**config.mk**
```make
export PLATFORM = sky130hd
export DESIGN_NAME = cache_top
export DESIGN_NICKNAME = d
export VERILOG_FILES = /design/src/source/cache_pkg.sv /design/src/source/cache_if.sv /design/src/source/cache_control.sv /design/src/source/cache_memory.sv /design/src/source/read_channel_axi.sv /design/src/source/cache_top.sv
export SDC_FILE = /design/constraint.sdc
export NUM_CORES = 2
export LEC_CHECK = 0
export ABC_AREA = 1
export BUFFER_PORTS_ARGS = -buffer_cell sky130_fd_sc_hd__buf_2
export CAP_MARGIN = 10
export CORE_MARGIN = 5
export CORE_UTILIZATION = 54
export CTS_CLUSTER_SIZE = 10
export DETAILED_ROUTE_END_ITERATION = 16
export PLACE_DENSITY = 0.78
export SKIP_CTS_REPAIR_TIMING = 1
export SLEW_MARGIN = 20
export SYNTH_ARGS = -nofsm -noshare
export SYNTH_HDL_FRONTEND = slang
export SYNTH_HIERARCHICAL = 1
export SYNTH_SLANG_ARGS = --single-unit
```
**constraint.sdc**
```tcl
create_clock -name clk -period 3.46 [get_ports clk]
set_input_delay 0.692 -clock clk [delete_from_list [all_inputs] [get_ports clk]]
set_output_delay 0.692 -clock clk [all_outputs]
set_load 0.005 [all_outputs]
```
**src/source/cache_pkg.sv**
```systemverilog
`default_nettype none

package cache_pkg;

    // cache geometry
    localparam int addr_w        = 32;
    localparam int data_w        = 32;
    localparam int byte_offset_w = $clog2(data_w / 8);
    localparam int word_offset_w = 2;  // also the burst counter width
    localparam int index_w       = 4;  // 16 lines, direct mapped
    localparam int tag_w         = addr_w - index_w - word_offset_w - byte_offset_w;
    localparam int line_addr_w   = tag_w + index_w;

    // one burst per line, back end as wide as the front end
    localparam logic [7:0] burst_len = 8'(2 ** word_offset_w - 1);
    localparam int         axi_id_w  = 1;

    // fixed AXI AR fields
    localparam logic [2:0] axi_size_val   = 3'(byte_offset_w);
    localparam logic [1:0] axi_burst_incr = 2'b01;
    localparam logic [3:0] axi_cache_val  = 4'b0011;  // bufferable, modifiable
    localparam logic [2:0] axi_prot_val   = 3'd0;
    localparam logic [3:0] axi_qos_val    = 4'd0;
    localparam logic [0:0] axi_lock_val   = 1'b0;

    // one byte address, seen as cache fields or as line number
    typedef union packed {
        struct packed {
            logic [tag_w-1:0]         tag;
            logic [index_w-1:0]       index;
            logic [word_offset_w-1:0] word_offset;
            logic [byte_offset_w-1:0] byte_offset;
        } fields;
        struct packed {
            logic [line_addr_w-1:0]                 line;
            logic [word_offset_w+byte_offset_w-1:0] offset;  // byte within the line
        } line_view;
    } cache_addr_u;

endpackage

`default_nettype wire

```
**src/source/cache_if.sv**
```systemverilog
`default_nettype none

// refill path from the AXI engine into the line storage
interface line_fill_if;

    logic                                replace;     // refill in progress
    logic                                read_valid;  // one strobe per accepted beat
    logic [cache_pkg::word_offset_w-1:0] read_addr;   // word within the line
    logic [cache_pkg::data_w-1:0]        read_rdata;

    modport channel (
        output replace,
        output read_valid,
        output read_addr,
        output read_rdata
    );

    modport memory (
        input replace,
        input read_valid,
        input read_addr,
        input read_rdata
    );

endinterface

// lookup of the held front-end request
interface lookup_if;

    logic [cache_pkg::index_w-1:0]       index;
    logic [cache_pkg::tag_w-1:0]         tag;
    logic [cache_pkg::word_offset_w-1:0] word_offset;
    logic                                hit;
    logic [cache_pkg::data_w-1:0]        rdata;

    modport control (
        output index,
        output tag,
        output word_offset,
        input  hit,
        input  rdata
    );

    modport memory (
        input  index,
        input  tag,
        input  word_offset,
        output hit,
        output rdata
    );

endinterface

`default_nettype wire

```
**src/source/cache_control.sv**
```systemverilog
`default_nettype none

module cache_control
(
    input  wire                                  clk,
    input  wire                                  reset,
    // front end, address held until fe_ready
    input  wire                                  fe_valid,
    input  wire  [cache_pkg::addr_w-1:0]         fe_addr,
    output logic [cache_pkg::data_w-1:0]         fe_rdata,
    output logic                                 fe_ready,
    // refill request towards the AXI engine
    output logic                                 replace_valid,
    output logic [cache_pkg::line_addr_w-1:0]    replace_addr,
    input  wire                                  replace,
    lookup_if.control                            lookup
);

    cache_pkg::cache_addr_u req;
    logic                   miss;
    logic                   requested;  // refill already asked for this miss

    assign req = fe_addr;

    // field view drives the tag compare and word select
    assign lookup.index       = req.fields.index;
    assign lookup.tag         = req.fields.tag;
    assign lookup.word_offset = req.fields.word_offset;

    // line view is the burst base
    assign replace_addr = req.line_view.line;

    assign miss = fe_valid & ~lookup.hit;

    // hit answer, only while the line storage is not being refilled
    always_comb
    begin
        fe_ready = fe_valid & lookup.hit & ~replace;
        fe_rdata = lookup.rdata;
    end

    // one pulse per miss
    assign replace_valid = miss & ~replace & ~requested;

    // set with the pulse, dropped in the cycle replace goes low again;
    // replace is already high in the cycle after the pulse, so
    // requested & ~replace only happens at the end of the refill
    always_ff @(posedge clk or posedge reset)
    begin
        if (reset)
        begin
            requested <= 1'b0;
        end
        else if (replace_valid)
        begin
            requested <= 1'b1;
        end
        else if (requested && !replace)
        begin
            requested <= 1'b0;  // line valid is set on this same edge
        end
    end

endmodule

`default_nettype wire

```
**src/source/cache_memory.sv**
```systemverilog
`default_nettype none

module cache_memory
(
    input  wire         clk,
    input  wire         reset,
    lookup_if.memory    lookup,
    line_fill_if.memory fill
);

    localparam int lines = 2 ** cache_pkg::index_w;
    localparam int words = 2 ** cache_pkg::word_offset_w;

    logic [cache_pkg::data_w-1:0] data_mem [lines][words];
    logic [cache_pkg::tag_w-1:0]  tag_mem  [lines];
    logic [lines-1:0]             valid;
    logic                         replace_q;
    logic                         replace_fall;

    // refill done, the line becomes usable on this edge
    assign replace_fall = replace_q & ~fill.replace;

    always_ff @(posedge clk or posedge reset)
    begin
        if (reset)
        begin
            replace_q <= 1'b0;
            valid     <= '0;
        end
        else
        begin
            replace_q <= fill.replace;
            if (fill.replace)
            begin
                valid[lookup.index] <= 1'b0;  // partly written line
            end
            else if (replace_fall)
            begin
                valid[lookup.index] <= 1'b1;
            end
        end
    end

    // payload storage, written beat by beat at the held index
    always_ff @(posedge clk)
    begin
        if (fill.replace && fill.read_valid)
        begin
            data_mem[lookup.index][fill.read_addr] <= fill.read_rdata;
        end
        if (replace_fall)
        begin
            tag_mem[lookup.index] <= lookup.tag;
        end
    end

    // lookup
    always_comb
    begin
        lookup.hit   = valid[lookup.index] && (tag_mem[lookup.index] == lookup.tag);
        lookup.rdata = data_mem[lookup.index][lookup.word_offset];
    end

endmodule

`default_nettype wire

```
**src/source/read_channel_axi.sv**
```systemverilog
`default_nettype none

module read_channel_axi
#(
    parameter logic [cache_pkg::axi_id_w-1:0] axi_id = '0
)
(
    input  wire                                  clk,
    input  wire                                  reset,
    // refill request from the control
    input  wire                                  replace_valid,
    input  wire  [cache_pkg::line_addr_w-1:0]    replace_addr,
    output logic                                 replace,
    line_fill_if.channel                         fill,
    // AXI read address
    output logic [cache_pkg::addr_w-1:0]         axi_araddr,
    output logic [7:0]                           axi_arlen,
    output logic [2:0]                           axi_arsize,
    output logic [1:0]                           axi_arburst,
    output logic [0:0]                           axi_arlock,
    output logic [3:0]                           axi_arcache,
    output logic [2:0]                           axi_arprot,
    output logic [3:0]                           axi_arqos,
    output logic [cache_pkg::axi_id_w-1:0]       axi_arid,
    output logic                                 axi_arvalid,
    input  wire                                  axi_arready,
    // AXI read data
    input  wire                                  axi_rvalid,
    input  wire  [cache_pkg::data_w-1:0]         axi_rdata,
    input  wire  [1:0]                           axi_rresp,
    input  wire                                  axi_rlast,
    output logic                                 axi_rready
);

    localparam logic [1:0] idle_st    = 2'd0;
    localparam logic [1:0] request_st = 2'd1;
    localparam logic [1:0] load_st    = 2'd2;
    localparam logic [1:0] end_st     = 2'd3;

    logic [1:0]                          state;
    logic [cache_pkg::word_offset_w-1:0] read_addr;
    logic                                slave_error;  // sticky over the whole burst
    logic                                beat;

    // fixed request fields
    assign axi_arid    = axi_id;
    assign axi_arlen   = cache_pkg::burst_len;
    assign axi_arsize  = cache_pkg::axi_size_val;
    assign axi_arburst = cache_pkg::axi_burst_incr;
    assign axi_arlock  = cache_pkg::axi_lock_val;
    assign axi_arcache = cache_pkg::axi_cache_val;
    assign axi_arprot  = cache_pkg::axi_prot_val;
    assign axi_arqos   = cache_pkg::axi_qos_val;

    // line aligned burst base
    assign axi_araddr = {replace_addr,
                         {(cache_pkg::word_offset_w + cache_pkg::byte_offset_w){1'b0}}};

    assign beat = axi_rvalid & axi_rready;

    // beats go straight into the line
    assign fill.replace    = replace;
    assign fill.read_valid = beat;
    assign fill.read_addr  = read_addr;
    assign fill.read_rdata = axi_rdata;

    always_ff @(posedge clk or posedge reset)
    begin
        if (reset)
        begin
            state       <= idle_st;
            read_addr   <= '0;
            slave_error <= 1'b0;
        end
        else
        begin
            case (state)
                idle_st:
                begin
                    slave_error <= 1'b0;
                    read_addr   <= '0;
                    if (replace_valid)
                    begin
                        state <= request_st;
                    end
                end
                request_st:
                begin
                    slave_error <= 1'b0;  // fresh start, also on a retry
                    read_addr   <= '0;
                    if (axi_arready)
                    begin
                        state <= load_st;
                    end
                end
                load_st:
                begin
                    if (beat)
                    begin
                        // an error cannot cut the burst short, remember it
                        if (axi_rresp != 2'b00)
                        begin
                            slave_error <= 1'b1;
                        end
                        if (axi_rlast)
                        begin
                            state <= end_st;  // keep read_addr on the last word
                        end
                        else
                        begin
                            read_addr <= read_addr + 1'b1;
                        end
                    end
                end
                default:
                begin
                    // end of burst, retry the whole line after any error
                    if (slave_error)
                    begin
                        state <= request_st;
                    end
                    else
                    begin
                        state <= idle_st;
                    end
                end
            endcase
        end
    end

    always_comb
    begin
        axi_arvalid = (state == request_st);
        axi_rready  = (state == load_st);
        replace     = (state != idle_st);
    end

endmodule

`default_nettype wire

```
**src/source/cache_top.sv**
```systemverilog
`default_nettype none

module cache_top
#(
    parameter logic [cache_pkg::axi_id_w-1:0] axi_id = '0
)
(
    input  wire                                clk,
    input  wire                                reset,
    // front end
    input  wire                                fe_valid,
    input  wire  [cache_pkg::addr_w-1:0]       fe_addr,
    output wire  [cache_pkg::data_w-1:0]       fe_rdata,
    output wire                                fe_ready,
    // AXI read address
    output wire  [cache_pkg::addr_w-1:0]       axi_araddr,
    output wire  [7:0]                         axi_arlen,
    output wire  [2:0]                         axi_arsize,
    output wire  [1:0]                         axi_arburst,
    output wire  [0:0]                         axi_arlock,
    output wire  [3:0]                         axi_arcache,
    output wire  [2:0]                         axi_arprot,
    output wire  [3:0]                         axi_arqos,
    output wire  [cache_pkg::axi_id_w-1:0]     axi_arid,
    output wire                                axi_arvalid,
    input  wire                                axi_arready,
    // AXI read data
    input  wire                                axi_rvalid,
    input  wire  [cache_pkg::data_w-1:0]       axi_rdata,
    input  wire  [1:0]                         axi_rresp,
    input  wire                                axi_rlast,
    output wire                                axi_rready
);

    wire                              replace_valid;
    wire [cache_pkg::line_addr_w-1:0] replace_addr;
    wire                              replace;

    line_fill_if fill ();
    lookup_if    lookup ();

    cache_control cache_control_i (
        .clk           (clk),
        .reset         (reset),
        .fe_valid      (fe_valid),
        .fe_addr       (fe_addr),
        .fe_rdata      (fe_rdata),
        .fe_ready      (fe_ready),
        .replace_valid (replace_valid),
        .replace_addr  (replace_addr),
        .replace       (replace),
        .lookup        (lookup.control)
    );

    cache_memory cache_memory_i (
        .clk    (clk),
        .reset  (reset),
        .lookup (lookup.memory),
        .fill   (fill.memory)
    );

    read_channel_axi #(
        .axi_id (axi_id)
    ) read_channel_axi_i (
        .clk           (clk),
        .reset         (reset),
        .replace_valid (replace_valid),
        .replace_addr  (replace_addr),
        .replace       (replace),
        .fill          (fill.channel),
        .axi_araddr    (axi_araddr),
        .axi_arlen     (axi_arlen),
        .axi_arsize    (axi_arsize),
        .axi_arburst   (axi_arburst),
        .axi_arlock    (axi_arlock),
        .axi_arcache   (axi_arcache),
        .axi_arprot    (axi_arprot),
        .axi_arqos     (axi_arqos),
        .axi_arid      (axi_arid),
        .axi_arvalid   (axi_arvalid),
        .axi_arready   (axi_arready),
        .axi_rvalid    (axi_rvalid),
        .axi_rdata     (axi_rdata),
        .axi_rresp     (axi_rresp),
        .axi_rlast     (axi_rlast),
        .axi_rready    (axi_rready)
    );

endmodule

`default_nettype wire

```
# Word level (Yosys, flattened, before mapping)
# Memories as Yosys holds them, arrays and structs flattened.
# Cells that the tools add are included.
# word_totals
word_cells	83
ram_bits	2432
mem_count	2
reg_bits	23
# op_classes
n_eq_ne	9
magnitude_cmp	5
reduce_logical	16
bitwise	15
mux	29
add_sub_neg	1
# memory_table
name	depth	width	read_ports	rd_clocked_by_memory_dff	write_ports	line	text
cache_memory_i.data_mem	16	128	1	0	1	cache_memory.sv:14	logic [cache_pkg::data_w-1:0] data_mem [lines][words];
cache_memory_i.tag_mem	16	24	1	0	1	cache_memory.sv:15	logic [cache_pkg::tag_w-1:0] tag_mem [lines];
# ops
op	n
$mux 128	1
$mux 32	3
$bmux 32 s2	1
$demux 32 s2	1
$mux 16	2
$eq 24x24->1	1
$and 16x16->16	1
$not 16->16	1
$or 16x16->16	1
$mux 2	6
$mux 1	10
$ne 2x2->1 const B	5
$reduce_bool 2->1	5
$and 1x1->1	7
$ge 3x3->1 const B	2
$not 2->3	2
$pmux 2 s3	1
$reduce_and 3->1	2
$logic_and 1x1->1	5
$lt 4x5->1 const B	1
$bmux 1 s4	1
$demux 1 s4	1
$ge 4x1->1 const B	1
$pmux 2 s2	1
11 further kinds	13

# Longest topological paths before layout
# logic_depth
word_depth	9
ltp_mapped	27

# Cells and area by module
# The synthesis kept the hierarchy.
# by_module_without_submodules
module	cells_each	area_each_um2	seq_area_each_um2	instances
cache_memory	6263	92512.5	73455.4	1
read_channel_axi	149	1071.0	125.1	1
cache_control	101	738.2	25.0	1

# Least setup slack after synthesis
# Ideal clock, no wire load.
# synth_path
path_kind	input-to-reg
start	input fe_addr[6] in the netlist's numbering
end	memory cache_memory_i/data_mem[1][32] in the netlist's numbering, enable pin
arrival_time_ns	3.192
t_required_ns	3.039
path_stages	7
slack_ns	-0.153
path_buffers	4
cell_sequence	buf_4 > nor2_1 > clkbuf_1 > buf_2 > buf_2 > nand2_1 > nor2_1
# synth_lines
item	line	text
start, declared	cache_top.sv:12	input wire [cache_pkg::addr_w-1:0] fe_addr,
end, declared	cache_memory.sv:14	
# No word-level cell before the write port.

# Final worst setup path
# layout_path
start	memory cache_memory_i/tag_mem[7][12] in the netlist's numbering
end	output fe_ready
# layout_between
elab_chain_cells	5
# layout_rtl
item	line	text
start, declared	cache_memory.sv:15	
$mem_v2 16x24	n/a	
$eq 24x24->1	cache_memory.sv:60	lookup.hit = valid[lookup.index] && (tag_mem[lookup.index] == lookup.tag);
$logic_and 1x1->1	cache_memory.sv:60	
net lookup.hit	cache_if.sv:33	logic hit;
$and 1x1->1 (2 in series)	cache_control.sv:38	fe_ready = fe_valid & lookup.hit & ~replace;
end, declared	cache_top.sv:14	output wire fe_ready,
# The timed path passes the listed nets, and every way through them passes these cells.

==> flow_metrics.env <==
export IMPL_synth_ff_type="edfxtp_1"
export IMPL_placed_cell_area_mm2=0.102
export IMPL_dp_cells=8938
export IMPL_rows=153
export IMPL_setup_slack_ns=-0.178
export IMPL_finalHoldViolCount=0
export IMPL_nFillCells=10700
export IMPL_clock_skew_ns=0.0884
export IMPL_max_cap_violations=0
export IMPL_synth_top_area_cell="edfxtp_1"
export IMPL_gp_congestion=0.832
export IMPL_cts_buffer_depth=4
export IMPL_core_area_mm2=0.174
export IMPL_worst_slew_margin_rel_pct=20.1
export IMPL_fin_util_pct=64.9
export IMPL_setup_viol=31
export IMPL_synthArstFlopShare_pct=0.937
export IMPL_synth_cells=6513
export IMPL_synth_most_common_cell="edfxtp_1"
export IMPL_die_area_mm2=0.183
export IMPL_drive_above_1_share_pct=20.0
export IMPL_fin_cells=9356
export IMPL_dr_pass1_iters=7
export IMPL_seq_area_frac_synth_pct=78.0
export IMPL_port_buffers=132
export IMPL_area_growth_pct=19.6
export IMPL_synth_edf_count=2432
export IMPL_yosysWarnings=6
export IMPL_drt_total_wl_um=288000
export IMPL_netlist_area_leader_share_pct=77.4
export IMPL_grt_start_max_net_pins=83
export IMPL_leakage_nw=38.2
export IMPL_cts_htree_levels=5
export IMPL_startpoint_type="register"
export IMPL_grt_pass1_vias=60500
export IMPL_syn_area_mm2=0.0943
export IMPL_die_h_um=428
export IMPL_hold_slack_ns=0.0552
export IMPL_ys_top_cells_by_count="2432 x edfxtp_1, 1597 x nand2_1, 833 x a22oi_1, 389 x a21oi_1, 204 x buf_2"
export IMPL_worstPathRequired_ns=2.77
export IMPL_die_width_um=428
export IMPL_crit_arrival_ns=2.95
export IMPL_grt_overflow=0
export IMPL_dp_hpwl_um=145000
export IMPL_wire_per_inst_um=30.7
export IMPL_grt_usage_pct=28.3
export IMPL_end_kind="primary output"
export IMPL_rsz0062_at_grt="yes"
export IMPL_cts_tree="done"
export IMPL_ys_ff_latch=2455
export IMPL_clk_pin_slew_worst_paths_ns=0.05
export IMPL_fin_crit_sh_pct=105
export IMPL_cts_made_buffers=297
export IMPL_drtIter0Drc=11000
export IMPL_grt_first_pass_wirelength_um=388000
export IMPL_final_min_clock_period_ns=3.64
export IMPL_peakVddDrop_mv=0.408
export IMPL_outcome="finished, violations left"
export IMPL_dr_total_vias=62500
export IMPL_timing_fmax_mhz=275
export IMPL_p_per_area_mw_per_mm2=579
export IMPL_yosys_top_cells_area="edfxtp_1 77%, a22oi_1 6.6%, nand2_1 6.4%"
export IMPL_drc=0
export IMPL_fin_area_mm2=0.113
export IMPL_violations="negative setup slack"
export IMPL_nets=7074
export IMPL_synth_avg_cell_area_um2=14.5
export IMPL_antenna_found_initial=9
export IMPL_clk_latency_ns=0.97
export IMPL_path_max_fanout=2
export IMPL_cts_sinks=2455
export IMPL_initial_core_util_pct=54.3
export IMPL_drv_slew=0
export IMPL_hold_class="in2reg"
export IMPL_synth_cell_types=29
export IMPL_worst_setup_path_type="reg2out"
export IMPL_avgViaCountPerCell=6.68
export IMPL_fin_setup_tns_ns=-2.39
export IMPL_root_buffer="clkbuf_16"
export IMPL_worst_slew_pin_slew_ns=1.20
export IMPL_ant_nets=0
export IMPL_io_pins=165
[worst max-delay path: stages (launching register included)]
cell	delay, ns
edfxtp_1	0.37
nand2_1	0.09
nand2_1	0.07
nand2_1	0.06
nand2_1	0.06
nand2_1	0.06
nand2_1	0.08
o21bai_1	0.19
nand2_1	0.08
nor2_1	0.10
nand2_1	0.08
nor2_2	0.16
nand2_2	0.12
nor2_4	0.12
buf_6	0.12
nand2_2	0.04
nor2_1	0.07
buf_2	0.12
[state kept, by name, summed over array words and instances (netlist names), named ones only]
name,count
read_channel_axi_i/slave_error,1
cache_memory_i/tag_mem,384
cache_control_i/requested,1
read_channel_axi_i/state,2
cache_memory_i/data_mem,2048
read_channel_axi_i/fill.read_addr,2
cache_memory_i/replace_q,1
[worst paths after layout]
check / end / cells past startpoint / from / slack, ns
max in group asynchronous: async pin / 3 / reset / 2.54
max: fe_ready / 17 / cache_memory_i/tag_mem[7][12] / -0.18
min in group asynchronous: cache_control_i/requested / 3 / reset / 0.24
max reg2reg: cache_memory_i/data_mem[15][101] / 9 / read_channel_axi_i/state[0] / 0.85
min: cache_memory_i/tag_mem[15][14] / 1 / fe_addr[22] / 0.06
min reg2reg: cache_control_i/requested / 2 / cache_control_i/requested / 0.47
[placed cells by master, fill, tap and decap left out, types with 86 or more instances in the layout]
cell	instances
nor2_4	86
a22oi_1	777
nand2_1	1536
buf_12	189
buf_2	102
clkbuf_16	341
a31oi_1	113
nand3_1	113
edfxtp_1	2432
a21oi_1	359
buf_4	338
[cell families after synthesis]
kind of cell    share of synthesized area, %
buf+inv                                 3.41
compound gates                          9.97
flops                                   78.0
other cells                          0.00796
simple gates                            8.51
fa+ha+maj                             0.0663
[per-stage QoR]
step	setup WS [ns]	total power, W
after floorplan	-0.153	0.0361
after global placement	-0.404	0.0379
after detailed placement	-0.465	0.0380
after CTS	-0.456	0.0642
after global routing	-0.333	0.0665
final	-0.178	0.0653
[per-layer routing]
layer	global-route usage, %	routed length [um]	part of all wire (%)
met2	45.1	135000	47
met1	36.6	90900	32
met4	15.1	19600	6.8
met5	0.156	95	0.033
met3	6.34	42000	15
[report_power, final]
part           internal, W  switching (W)  total (W)
combinational      0.00161        0.00334    0.00495
clock               0.0157         0.0114     0.0271
sequential          0.0331       0.000140     0.0332
total               0.0504         0.0149     0.0653
[final cells by class]
cell class / instances / area, um^2 / area share, %
inverter: 40 / 195 / 0.173
tap: 2325 / 2910 / 2.58
clock inverter: 7 / 71.3 / 0.0632
timing repair buffer: 718 / 8600 / 7.62
sequential: 2455 / 73600 / 65.2
multi-input combinational: 3484 / 19600 / 17.4
timing repair inverter: 1 / 8.76 / 0.00776
antenna: 6 / 15.0 / 0.0133
clock buffer: 320 / 7770 / 6.89
Note: power is estimated with default switching activity, not from simulation.
